`src/hw/snakeGame_settings.svh`:
```
`ifndef SNAKE_GAME_SETTINGS_SVH
`define SNAKE_GAME_SETTINGS_SVH

// border cells of the 16x16 field
// a head sitting on either value is fatal
`define SNAKE_GRID_MIN 4'd0
`define SNAKE_GRID_MAX 4'd15

// body segment storage, also the length ceiling
`define SNAKE_MAX_LEN 16

// start snake, head cell and length
// body trails to the left of the head
`define SNAKE_START_X 4'd8
`define SNAKE_START_Y 4'd8
`define SNAKE_START_LEN 5'd4

// lfsr start value
// must not be zero or the lfsr locks up
`define SNAKE_LFSR_SEED 8'hA5

`endif
```
`src/hw/snakeCtrlPkg.sv`:
```
`default_nettype none

package snakeCtrlPkg;

    // step sequencer states
    // stRun waits for a tick, stMove checks, stJudge commits
    typedef enum logic [2:0] {
        stIdle  = 3'd0,
        stRun   = 3'd1,
        stMove  = 3'd2,
        stJudge = 3'd3,
        stDead  = 3'd4
    } gameStateT;

    // number of valid body segments
    typedef logic [4:0] lengthT;

    // registered outcome of one step check
    typedef struct packed {
        // good outcome when the next head lands on the apple
        logic ateApple;
        // bad outcome on a border or own body hit
        logic hitSomething;
    } stepEventsT;

endpackage

`default_nettype wire

```
`src/hw/snakeGeomPkg.sv`:
```
`default_nettype none

package snakeGeomPkg;

    // one grid coordinate, 0..15
    typedef logic [3:0] coordT;

    // cell on the board, y in the high nibble
    typedef struct packed {
        coordT y;
        coordT x;
    } pointT;

    // heading of the snake
    // up lowers y, right raises x
    typedef enum logic [1:0] {
        dirUp    = 2'd0,
        dirRight = 2'd1,
        dirDown  = 2'd2,
        dirLeft  = 2'd3
    } dirT;

    // opposite heading, flips bit 1 of the encoding
    function automatic dirT oppositeDir(input dirT d);
        oppositeDir = dirT'(d ^ 2'b10);
    endfunction

endpackage

`default_nettype wire

```
`src/hw/snakeGameTop.sv`:
```
`timescale 1ns/1ps
`default_nettype none

`include "snakeGame_settings.svh"

module snakeGameTop (
    input  logic                 clk,
    input  logic                 nrst,
    input  logic                 start,
    input  logic                 tick,
    input  snakeGeomPkg::dirT    dir,
    output snakeGeomPkg::pointT  head,
    output snakeGeomPkg::pointT  apple,
    output snakeCtrlPkg::lengthT length,
    output logic                 playing,
    output logic                 ateApple,
    output logic                 gameOver
);
    import snakeGeomPkg::*;
    import snakeCtrlPkg::*;

    // control strobes
    logic loadStart;
    logic stepEn;
    logic checkEnable;
    logic push;
    logic grow;
    logic respawn;

    // datapath
    stepEventsT                     events;
    pointT                          nextHead;
    pointT [`SNAKE_MAX_LEN-1:0]     segments;

    gameControl ctrl (
        .clk(clk), .nrst(nrst), .start(start), .tick(tick), .events(events),
        .loadStart(loadStart), .stepEn(stepEn), .checkEnable(checkEnable),
        .push(push), .grow(grow), .respawn(respawn),
        .playing(playing), .ateApple(ateApple), .gameOver(gameOver)
    );

    headStepper stepper (
        .clk(clk), .nrst(nrst), .loadStart(loadStart), .stepEn(stepEn),
        .dir(dir), .head(head), .nextHead(nextHead)
    );

    snakeBody #(.maxLength(`SNAKE_MAX_LEN)) body (
        .clk(clk), .nrst(nrst), .loadStart(loadStart), .push(push), .grow(grow),
        .newHead(nextHead), .segments(segments), .length(length), .head(head)
    );

    collisionDetector #(.maxLength(`SNAKE_MAX_LEN)) detector (
        .clk(clk), .nrst(nrst), .checkEnable(checkEnable), .nextHead(nextHead),
        .apple(apple), .segments(segments), .length(length), .events(events)
    );

    appleSpawner spawner (
        .clk(clk), .nrst(nrst), .loadStart(loadStart), .respawn(respawn),
        .apple(apple)
    );

endmodule

`default_nettype wire

```
`src/hw/appleSpawner.sv`:
```
`timescale 1ns/1ps
`default_nettype none

`include "snakeGame_settings.svh"

module appleSpawner (
    input  logic               clk,
    input  logic               nrst,
    input  logic               loadStart,
    input  logic               respawn,
    output snakeGeomPkg::pointT apple
);
    import snakeGeomPkg::*;

    logic [7:0] lfsr;
    logic       feedback;

    // keep the apple off the border cells
    function automatic coordT clampCoord(input coordT c);
        if (c <= `SNAKE_GRID_MIN) begin
            clampCoord = `SNAKE_GRID_MIN + 4'd1;
        end else if (c >= `SNAKE_GRID_MAX) begin
            clampCoord = `SNAKE_GRID_MAX - 4'd1;
        end else begin
            clampCoord = c;
        end
    endfunction

    // taps 8,6,5,4 give the full 255-state cycle
    assign feedback = lfsr[7] ^ lfsr[5] ^ lfsr[4] ^ lfsr[3];

    always_ff @(posedge clk, negedge nrst) begin
        if (!nrst) begin
            lfsr <= `SNAKE_LFSR_SEED;
        end else begin
            lfsr <= {lfsr[6:0], feedback};
        end
    end

    // x from low nibble, y from high nibble
    always_ff @(posedge clk, negedge nrst) begin
        if (!nrst) begin
            apple.x <= clampCoord(coordT'(`SNAKE_LFSR_SEED & 8'h0F));
            apple.y <= clampCoord(coordT'(`SNAKE_LFSR_SEED >> 4));
        end else if (loadStart || respawn) begin
            apple.x <= clampCoord(lfsr[3:0]);
            apple.y <= clampCoord(lfsr[7:4]);
        end
    end

endmodule

`default_nettype wire

```
`src/hw/collisionDetector.sv`:
```
`timescale 1ns/1ps
`default_nettype none

`include "snakeGame_settings.svh"

module collisionDetector #(
    parameter int maxLength = `SNAKE_MAX_LEN
) (
    input  logic                                clk,
    input  logic                                nrst,
    input  logic                                checkEnable,
    input  snakeGeomPkg::pointT                 nextHead,
    input  snakeGeomPkg::pointT                 apple,
    input  snakeGeomPkg::pointT [maxLength-1:0] segments,
    input  snakeCtrlPkg::lengthT                length,
    output snakeCtrlPkg::stepEventsT            events
);
    import snakeGeomPkg::*;
    import snakeCtrlPkg::*;

    logic       borderHit;
    logic       selfHit;
    logic       appleHit;
    stepEventsT eventsNext;

    always_comb begin
        // any border cell is fatal, all four sides
        borderHit = (nextHead.x <= `SNAKE_GRID_MIN) || (nextHead.x >= `SNAKE_GRID_MAX)
                 || (nextHead.y <= `SNAKE_GRID_MIN) || (nextHead.y >= `SNAKE_GRID_MAX);

        // own body, tail slot included
        selfHit = 1'b0;
        for (int i = 0; i < maxLength; i++) begin
            if ((lengthT'(i) < length) && (segments[i] == nextHead)) begin
                selfHit = 1'b1;
            end
        end

        appleHit = (nextHead == apple);

        eventsNext.ateApple     = appleHit;
        eventsNext.hitSomething = borderHit || selfHit;
    end

    // flags only move on checkEnable, held in between
    always_ff @(posedge clk, negedge nrst) begin
        if (!nrst) begin
            events <= '0;
        end else if (checkEnable) begin
            events <= eventsNext;
        end
    end

endmodule

`default_nettype wire

```
`src/hw/snakeBody.sv`:
```
`timescale 1ns/1ps
`default_nettype none

`include "snakeGame_settings.svh"

module snakeBody #(
    parameter int maxLength = `SNAKE_MAX_LEN
) (
    input  logic                                clk,
    input  logic                                nrst,
    input  logic                                loadStart,
    input  logic                                push,
    input  logic                                grow,
    input  snakeGeomPkg::pointT                 newHead,
    output snakeGeomPkg::pointT [maxLength-1:0] segments,
    output snakeCtrlPkg::lengthT                length,
    output snakeGeomPkg::pointT                 head
);
    import snakeGeomPkg::*;
    import snakeCtrlPkg::*;

    // start snake lies flat, trailing left of the head
    // slots past the start length are don't-care
    function automatic pointT startSegment(input int idx);
        pointT p;
        p.y = `SNAKE_START_Y;
        p.x = `SNAKE_START_X - coordT'(idx);
        startSegment = p;
    endfunction

    always_ff @(posedge clk, negedge nrst) begin
        if (!nrst) begin
            for (int i = 0; i < maxLength; i++) begin
                segments[i] <= startSegment(i);
            end
        end else if (loadStart) begin
            for (int i = 0; i < maxLength; i++) begin
                segments[i] <= startSegment(i);
            end
        end else if (push) begin
            // whole body slides one slot toward the tail
            for (int i = maxLength - 1; i > 0; i--) begin
                segments[i] <= segments[i-1];
            end
            segments[0] <= newHead;
        end
    end

    // length decides which slots count as body
    always_ff @(posedge clk, negedge nrst) begin
        if (!nrst) begin
            length <= `SNAKE_START_LEN;
        end else if (loadStart) begin
            length <= `SNAKE_START_LEN;
        end else if (push && grow && (length < lengthT'(maxLength))) begin
            length <= length + 5'd1;
        end
    end

    assign head = segments[0];

endmodule

`default_nettype wire

```
`src/hw/headStepper.sv`:
```
`timescale 1ns/1ps
`default_nettype none

module headStepper (
    input  logic               clk,
    input  logic               nrst,
    input  logic               loadStart,
    input  logic               stepEn,
    input  snakeGeomPkg::dirT   dir,
    input  snakeGeomPkg::pointT head,
    output snakeGeomPkg::pointT nextHead
);
    import snakeGeomPkg::*;

    dirT heading;

    always_ff @(posedge clk, negedge nrst) begin
        if (!nrst) begin
            heading <= dirRight;
        end else if (loadStart) begin
            heading <= dirRight;
        end else if (stepEn && (dir != oppositeDir(heading))) begin
            // reversal requests keep the old heading
            heading <= dir;
        end
    end

    // one cell along the heading
    // 4-bit wrap never matters, border cells kill first
    always_comb begin
        nextHead = head;
        case (heading)
            dirUp:    nextHead.y = head.y - 4'd1;
            dirRight: nextHead.x = head.x + 4'd1;
            dirDown:  nextHead.y = head.y + 4'd1;
            dirLeft:  nextHead.x = head.x - 4'd1;
        endcase
    end

endmodule

`default_nettype wire

```
`src/hw/gameControl.sv`:
```
`timescale 1ns/1ps
`default_nettype none

module gameControl (
    input  logic                    clk,
    input  logic                    nrst,
    input  logic                    start,
    input  logic                    tick,
    input  snakeCtrlPkg::stepEventsT events,
    output logic                    loadStart,
    output logic                    stepEn,
    output logic                    checkEnable,
    output logic                    push,
    output logic                    grow,
    output logic                    respawn,
    output logic                    playing,
    output logic                    ateApple,
    output logic                    gameOver
);
    import snakeCtrlPkg::*;

    gameStateT state;
    gameStateT stateNext;
    logic      stopped;
    logic      judging;

    // strobes decoded straight from the state
    always_comb begin
        stopped     = (state == stIdle) || (state == stDead);
        judging     = (state == stJudge);
        loadStart   = stopped && start;
        stepEn      = (state == stRun) && tick;
        checkEnable = (state == stMove);
        // commit only when nothing was hit
        push        = judging && !events.hitSomething;
        grow        = push && events.ateApple;
        respawn     = grow;
        playing     = !stopped;
    end

    always_comb begin
        stateNext = state;
        case (state)
            stIdle, stDead: begin
                if (start) stateNext = stRun;
            end
            stRun: begin
                // ticks elsewhere are dropped
                if (tick) stateNext = stMove;
            end
            stMove: begin
                stateNext = stJudge;
            end
            stJudge: begin
                stateNext = events.hitSomething ? stDead : stRun;
            end
            default: begin
                stateNext = stIdle;
            end
        endcase
    end

    always_ff @(posedge clk, negedge nrst) begin
        if (!nrst) begin
            state    <= stIdle;
            ateApple <= 1'b0;
            gameOver <= 1'b0;
        end else begin
            state    <= stateNext;
            // outside pulses line up with the body commit edge
            ateApple <= grow;
            gameOver <= judging && events.hitSomething;
        end
    end

endmodule

`default_nettype wire

```
`config.mk`:
```
export PLATFORM = sky130hd
export DESIGN_NAME = snakeGameTop
export DESIGN_NICKNAME = d
export VERILOG_FILES = /design/src/hw/snakeCtrlPkg.sv /design/src/hw/snakeGeomPkg.sv /design/src/hw/snakeGameTop.sv /design/src/hw/appleSpawner.sv /design/src/hw/collisionDetector.sv /design/src/hw/snakeBody.sv /design/src/hw/headStepper.sv /design/src/hw/gameControl.sv
export VERILOG_INCLUDE_DIRS = /design/src /design/src/hw
export SDC_FILE = /design/constraint.sdc
export NUM_CORES = 1
export LEC_CHECK = 0
export ABC_CLOCK_PERIOD_IN_PS = 3800
export BUFFER_PORTS_ARGS = -buffer_cell sky130_fd_sc_hd__buf_2
export CAP_MARGIN = 20
export CORE_ASPECT_RATIO = 0.5
export CORE_MARGIN = 2
export CORE_UTILIZATION = 60
export DETAILED_ROUTE_END_ITERATION = 7
export GPL_TIMING_DRIVEN = 0
export PLACE_DENSITY = 0.87
export SYNTH_ARGS = -nofsm -noshare
export SYNTH_HDL_FRONTEND = slang
export SYNTH_HIERARCHICAL = 1
export SYNTH_SLANG_ARGS = --single-unit
```
`constraint.sdc`:
```
create_clock -name clk -period 3.8 [get_ports clk]
set_input_delay 0 -clock clk [delete_from_list [all_inputs] [get_ports clk]]
set_output_delay 0 -clock clk [all_outputs]
set_load 0.005 [all_outputs]
```
==> results.cfg <==
[worst_setup_path]
setup.worst_path.start_class = register
crit_start = stepper/heading[0]$_DFFE_PN1P_
crit_path_end_kind = register
required_time_at_the_worst_slack_endpoint_ns = 4.11
critical_path_arrival_ns = 3.94
crit_path_end = detector/events[0]$_DFFE_PN0P_
rr_worst_depth = 15
worstReg2RegStart = stepper/heading[0]$_DFFE_PN1P_
criticalPathCategory = reg -> reg
critical_path.max_fanout = 10
worstReg2RegEnd = detector/events[0]$_DFFE_PN0P_
r2r_slack_ns = 0.17

[place]
hpwl_um = 14900
placedCellCount = 1028
routabilityCongestion = 0.939
number_of_port_buffers = 29
post_dp_cell_area_um2 = 9250

[cells_and_area]
finalNonFillerCells = 1065
diodes = 0
final_layout_size_suffix_gt1_frac = 0.226
area_growth_syn_to_layout_pct = 12.5
finalInstanceArea_um2 = 9920
final_nets = 865

[die]
die_height_um = 89.7
starting_density = 0.611
design.portCount = 30
die_width_um = 175
placeableCoreArea_um2 = 14400
rows = 31
floorplan.die_area_um2 = 15700

[logic_synthesis]
ys_warn_count = 6
synth.net_count = 811
synth.cell_area_um2 = 8820
seq_area_frac_synth = 0.457
register_bit_count_reported_by_yosys = 158
netlist-cell-type-count = 61
synth_enable_flop_cells = 0
syn_inst = 800
post_synthesis_async_set_or_reset_flop_share = 1.00
avgSynthCellArea_um2 = 11.0
synth_top_flop_cell = sky130_fd_sc_hd__dfrtp_1

[clock_network]
cts-root-to-sink-buffers = 2
worstSkewPairLatency_ns = 0.43
h-tree-depth = 4
clock_tree_from_tritoncts = yes
clk_pin_slew_worst_paths_ns = 0.07
post-cts-setup-buffers = 0
clockRootBuffer = sky130_fd_sc_hd__clkbuf_16
tritoncts_num_sinks = 158
cts_inserted_buffers = 17

[flow_run]
drv.max_cap_violation_count = 0

[sta]
worst_slew_pin_slew_ns = 0.775
report.final.slew_viol_count = 0
max_slew_margin = 0.483
post-route-period-util = 0.954
setup-violations-final = 0
top_achievable_clock_speed_mhz = 276
rsz0062_at_grt = false
min_period_ns = 3.63
finalClockSkew_ns = 0.0105
timing_hold_violations_final = 0
setup_tns_ns = 0

[global_route]
antenna_violations_before_repair = 0
globalRoute.totalOverflow = 0
grt_first_pass_wirelength_um = 36700
grt_start_max_net_pins = 86
vias_in_the_first_global_route = 6777
globalRouteTotalUtil = 0.299

[drt]
drt_first_pass_iters = 5
drt_iter0_markers = 626
via_per_inst = 6.22
drt-total-wl_um = 22700
route.vias.total = 6628
ant_nets = 0
post-route-drc-count = 0
wire_per_inst_um = 21.3

[power]
vdd_ir_drop_max_v = 0.000692
power_density_nw_per_um2 = 982
power.leakage_nw = 4.36

[status]
run_status = complete, no violations

[hold_path]
min_path_type = in -> async
==> timing repair <==
item,CTS,global route
hold buffers,5,0
resized for setup,0,4
endpoints found under the hold margin,69,0
endpoints found under the setup margin,0,1
==> critical path, cell delays in order (launching register included) <==
cell                      delay (ns)
sky130_fd_sc_hd__dfstp_2        0.57
sky130_fd_sc_hd__buf_2          0.24
sky130_fd_sc_hd__nand2_1        0.09
sky130_fd_sc_hd__xnor2_1        0.14
sky130_fd_sc_hd__ha_1           0.21
sky130_fd_sc_hd__nor3b_1        0.18
sky130_fd_sc_hd__o21ai_0        0.12
sky130_fd_sc_hd__xnor2_1        0.21
sky130_fd_sc_hd__buf_4          0.31
sky130_fd_sc_hd__buf_6          0.27
sky130_fd_sc_hd__xor2_1         0.13
sky130_fd_sc_hd__nor4_2         0.22
sky130_fd_sc_hd__nand4_1        0.18
sky130_fd_sc_hd__a21oi_1        0.30
sky130_fd_sc_hd__a21oi_1        0.07
sky130_fd_sc_hd__a41oi_1        0.27
==> synthesized netlist by cell type (2+ instances only) <==
cell / n / area [um^2]
sky130_fd_sc_hd__xor2_1: 84 / 736
sky130_fd_sc_hd__nor3_1: 10 / 50.1
sky130_fd_sc_hd__mux2_2: 8 / 90.1
sky130_fd_sc_hd__a21oi_1: 18 / 90.1
sky130_fd_sc_hd__and3_1: 2 / 12.5
sky130_fd_sc_hd__or3_1: 3 / 18.8
sky130_fd_sc_hd__or4_1: 2 / 15.0
sky130_fd_sc_hd__nor2b_1: 50 / 313
sky130_fd_sc_hd__a41oi_1: 2 / 17.5
sky130_fd_sc_hd__o22ai_1: 2 / 12.5
sky130_fd_sc_hd__ha_1: 4 / 50.1
sky130_fd_sc_hd__buf_2: 13 / 65.1
sky130_fd_sc_hd__inv_1: 6 / 22.5
sky130_fd_sc_hd__buf_6: 18 / 203
sky130_fd_sc_hd__o21ai_0: 6 / 30.0
sky130_fd_sc_hd__buf_4: 19 / 143
sky130_fd_sc_hd__clkbuf_1: 10 / 37.5
sky130_fd_sc_hd__dfrtp_1: 100 / 2500
sky130_fd_sc_hd__nand4_1: 18 / 113
sky130_fd_sc_hd__nand2b_1: 3 / 18.8
sky130_fd_sc_hd__mux2i_1: 83 / 831
sky130_fd_sc_hd__o21bai_1: 2 / 15.0
sky130_fd_sc_hd__nor2_1: 94 / 353
sky130_fd_sc_hd__nand3_1: 7 / 35.0
sky130_fd_sc_hd__nor4_1: 20 / 125
sky130_fd_sc_hd__xnor2_1: 63 / 552
sky130_fd_sc_hd__buf_1: 2 / 7.51
sky130_fd_sc_hd__dfstp_2: 58 / 1520
sky130_fd_sc_hd__nand2_1: 7 / 26.3
sky130_fd_sc_hd__a211o_1: 50 / 438
sky130_fd_sc_hd__o21ai_1: 3 / 15.0
sky130_fd_sc_hd__clkbuf_8: 2 / 27.5
sky130_fd_sc_hd__nand3b_1: 2 / 15.0
sky130_fd_sc_hd__a31oi_1: 2 / 12.5
==> registers in the layout (all words and copies together) (netlist names) <==
register	count
stepper/heading	2
ctrl/state	3
spawner/apple	8
body/head	8
body/length	5
ctrl/gameOver	1
body/segments	120
ctrl/ateApple	1
spawner/lfsr	8
detector/events	2
==> layer usage <==
metal	wire [um]	part of all wire	GRT usage	vias up
met3	1690	0.074	0.0546	74
met5	0	0	0	-
met2	10600	0.47	0.469	335
li1	-	-	-	2861
met4	711	0.031	0.129	0
met1	9750	0.43	0.412	3358
==> metrics by stage <==
stage | setup WS (ns) | utilization | hold WS (ns) | power [mW]
after CTS | 0.143 | 0.686 | 0.233 | 9.60
after detailed placement | 0.179 | 0.641 | 0.109 | 7.70
after floorplan | 0.852 | - | -0.296 | 6.47
after global routing | 0.0141 | 0.687 | 0.297 | 10.2
after global placement | 0.244 | 0.638 | 0.207 | 7.53
final | 0.174 | 0.687 | 0.208 | 9.74
==> power breakdown <==
group / total (mW) / internal, mW / switching, mW
Sequential: 2.91 / 2.34 / 0.564
Clock: 1.78 / 1.06 / 0.723
Combinational: 5.05 / 2.21 / 2.85
==> worst min-delay path by stage <==
stage | slack [ns] | to | cells past startpoint | start
after floorplan | -0.30 | body/head[0]$_DFFE_PN0P_ | 0 | nrst
after global placement | 0.21 | ctrl/state[2]$_DFFE_PN0P_ | 2 | start
after detailed placement | 0.11 | spawner/lfsr[6]$_DFF_PN0_ | 1 | nrst
after CTS | 0.23 | body/segments[37]$_DFFE_PN0P_ | 2 | nrst
after global routing | 0.30 | spawner/lfsr[6]$_DFF_PN0_ | 2 | nrst
final | 0.21 | spawner/lfsr[6]$_DFF_PN0_ | 2 | nrst
==> placed cells by master, fill, tap and decap left out, types with 19 or more instances in the layout <==
cell	synthesis	final
sky130_fd_sc_hd__dfrtp_1	100	100
sky130_fd_sc_hd__xor2_1	84	84
sky130_fd_sc_hd__buf_2	13	41
sky130_fd_sc_hd__xnor2_1	63	63
sky130_fd_sc_hd__buf_4	19	19
sky130_fd_sc_hd__a211o_1	50	50
sky130_fd_sc_hd__mux2i_1	83	83
sky130_fd_sc_hd__nor2b_1	50	50
sky130_fd_sc_hd__nor2_1	94	94
sky130_fd_sc_hd__buf_6	18	19
sky130_fd_sc_hd__dfstp_2	58	58
==> layout make-up <==
type / instances / area (um^2)
clock inverters: 13 / 164
repair buffers: 35 / 229
well taps: 198 / 248
clock buffers: 19 / 443
flip-flops and latches: 158 / 4030
plain buffers: 66 / 518
fillers: 991 / 4510
inverters: 6 / 22.5
multi-input cells: 570 / 4270
==> cell families after synthesis <==
family	after synthesis	share of synthesized area
AND/OR/NAND/NOR	230	0.137
XOR/XNOR	148	0.148
multiplexers	91	0.104
adder cells (fa/ha/maj)	5	0.00795
AO/OA/AOI/OAI	96	0.0850
flip-flops	158	0.457
buffers and inverters	72	0.0613
Power figures use the tool's default switching activity.
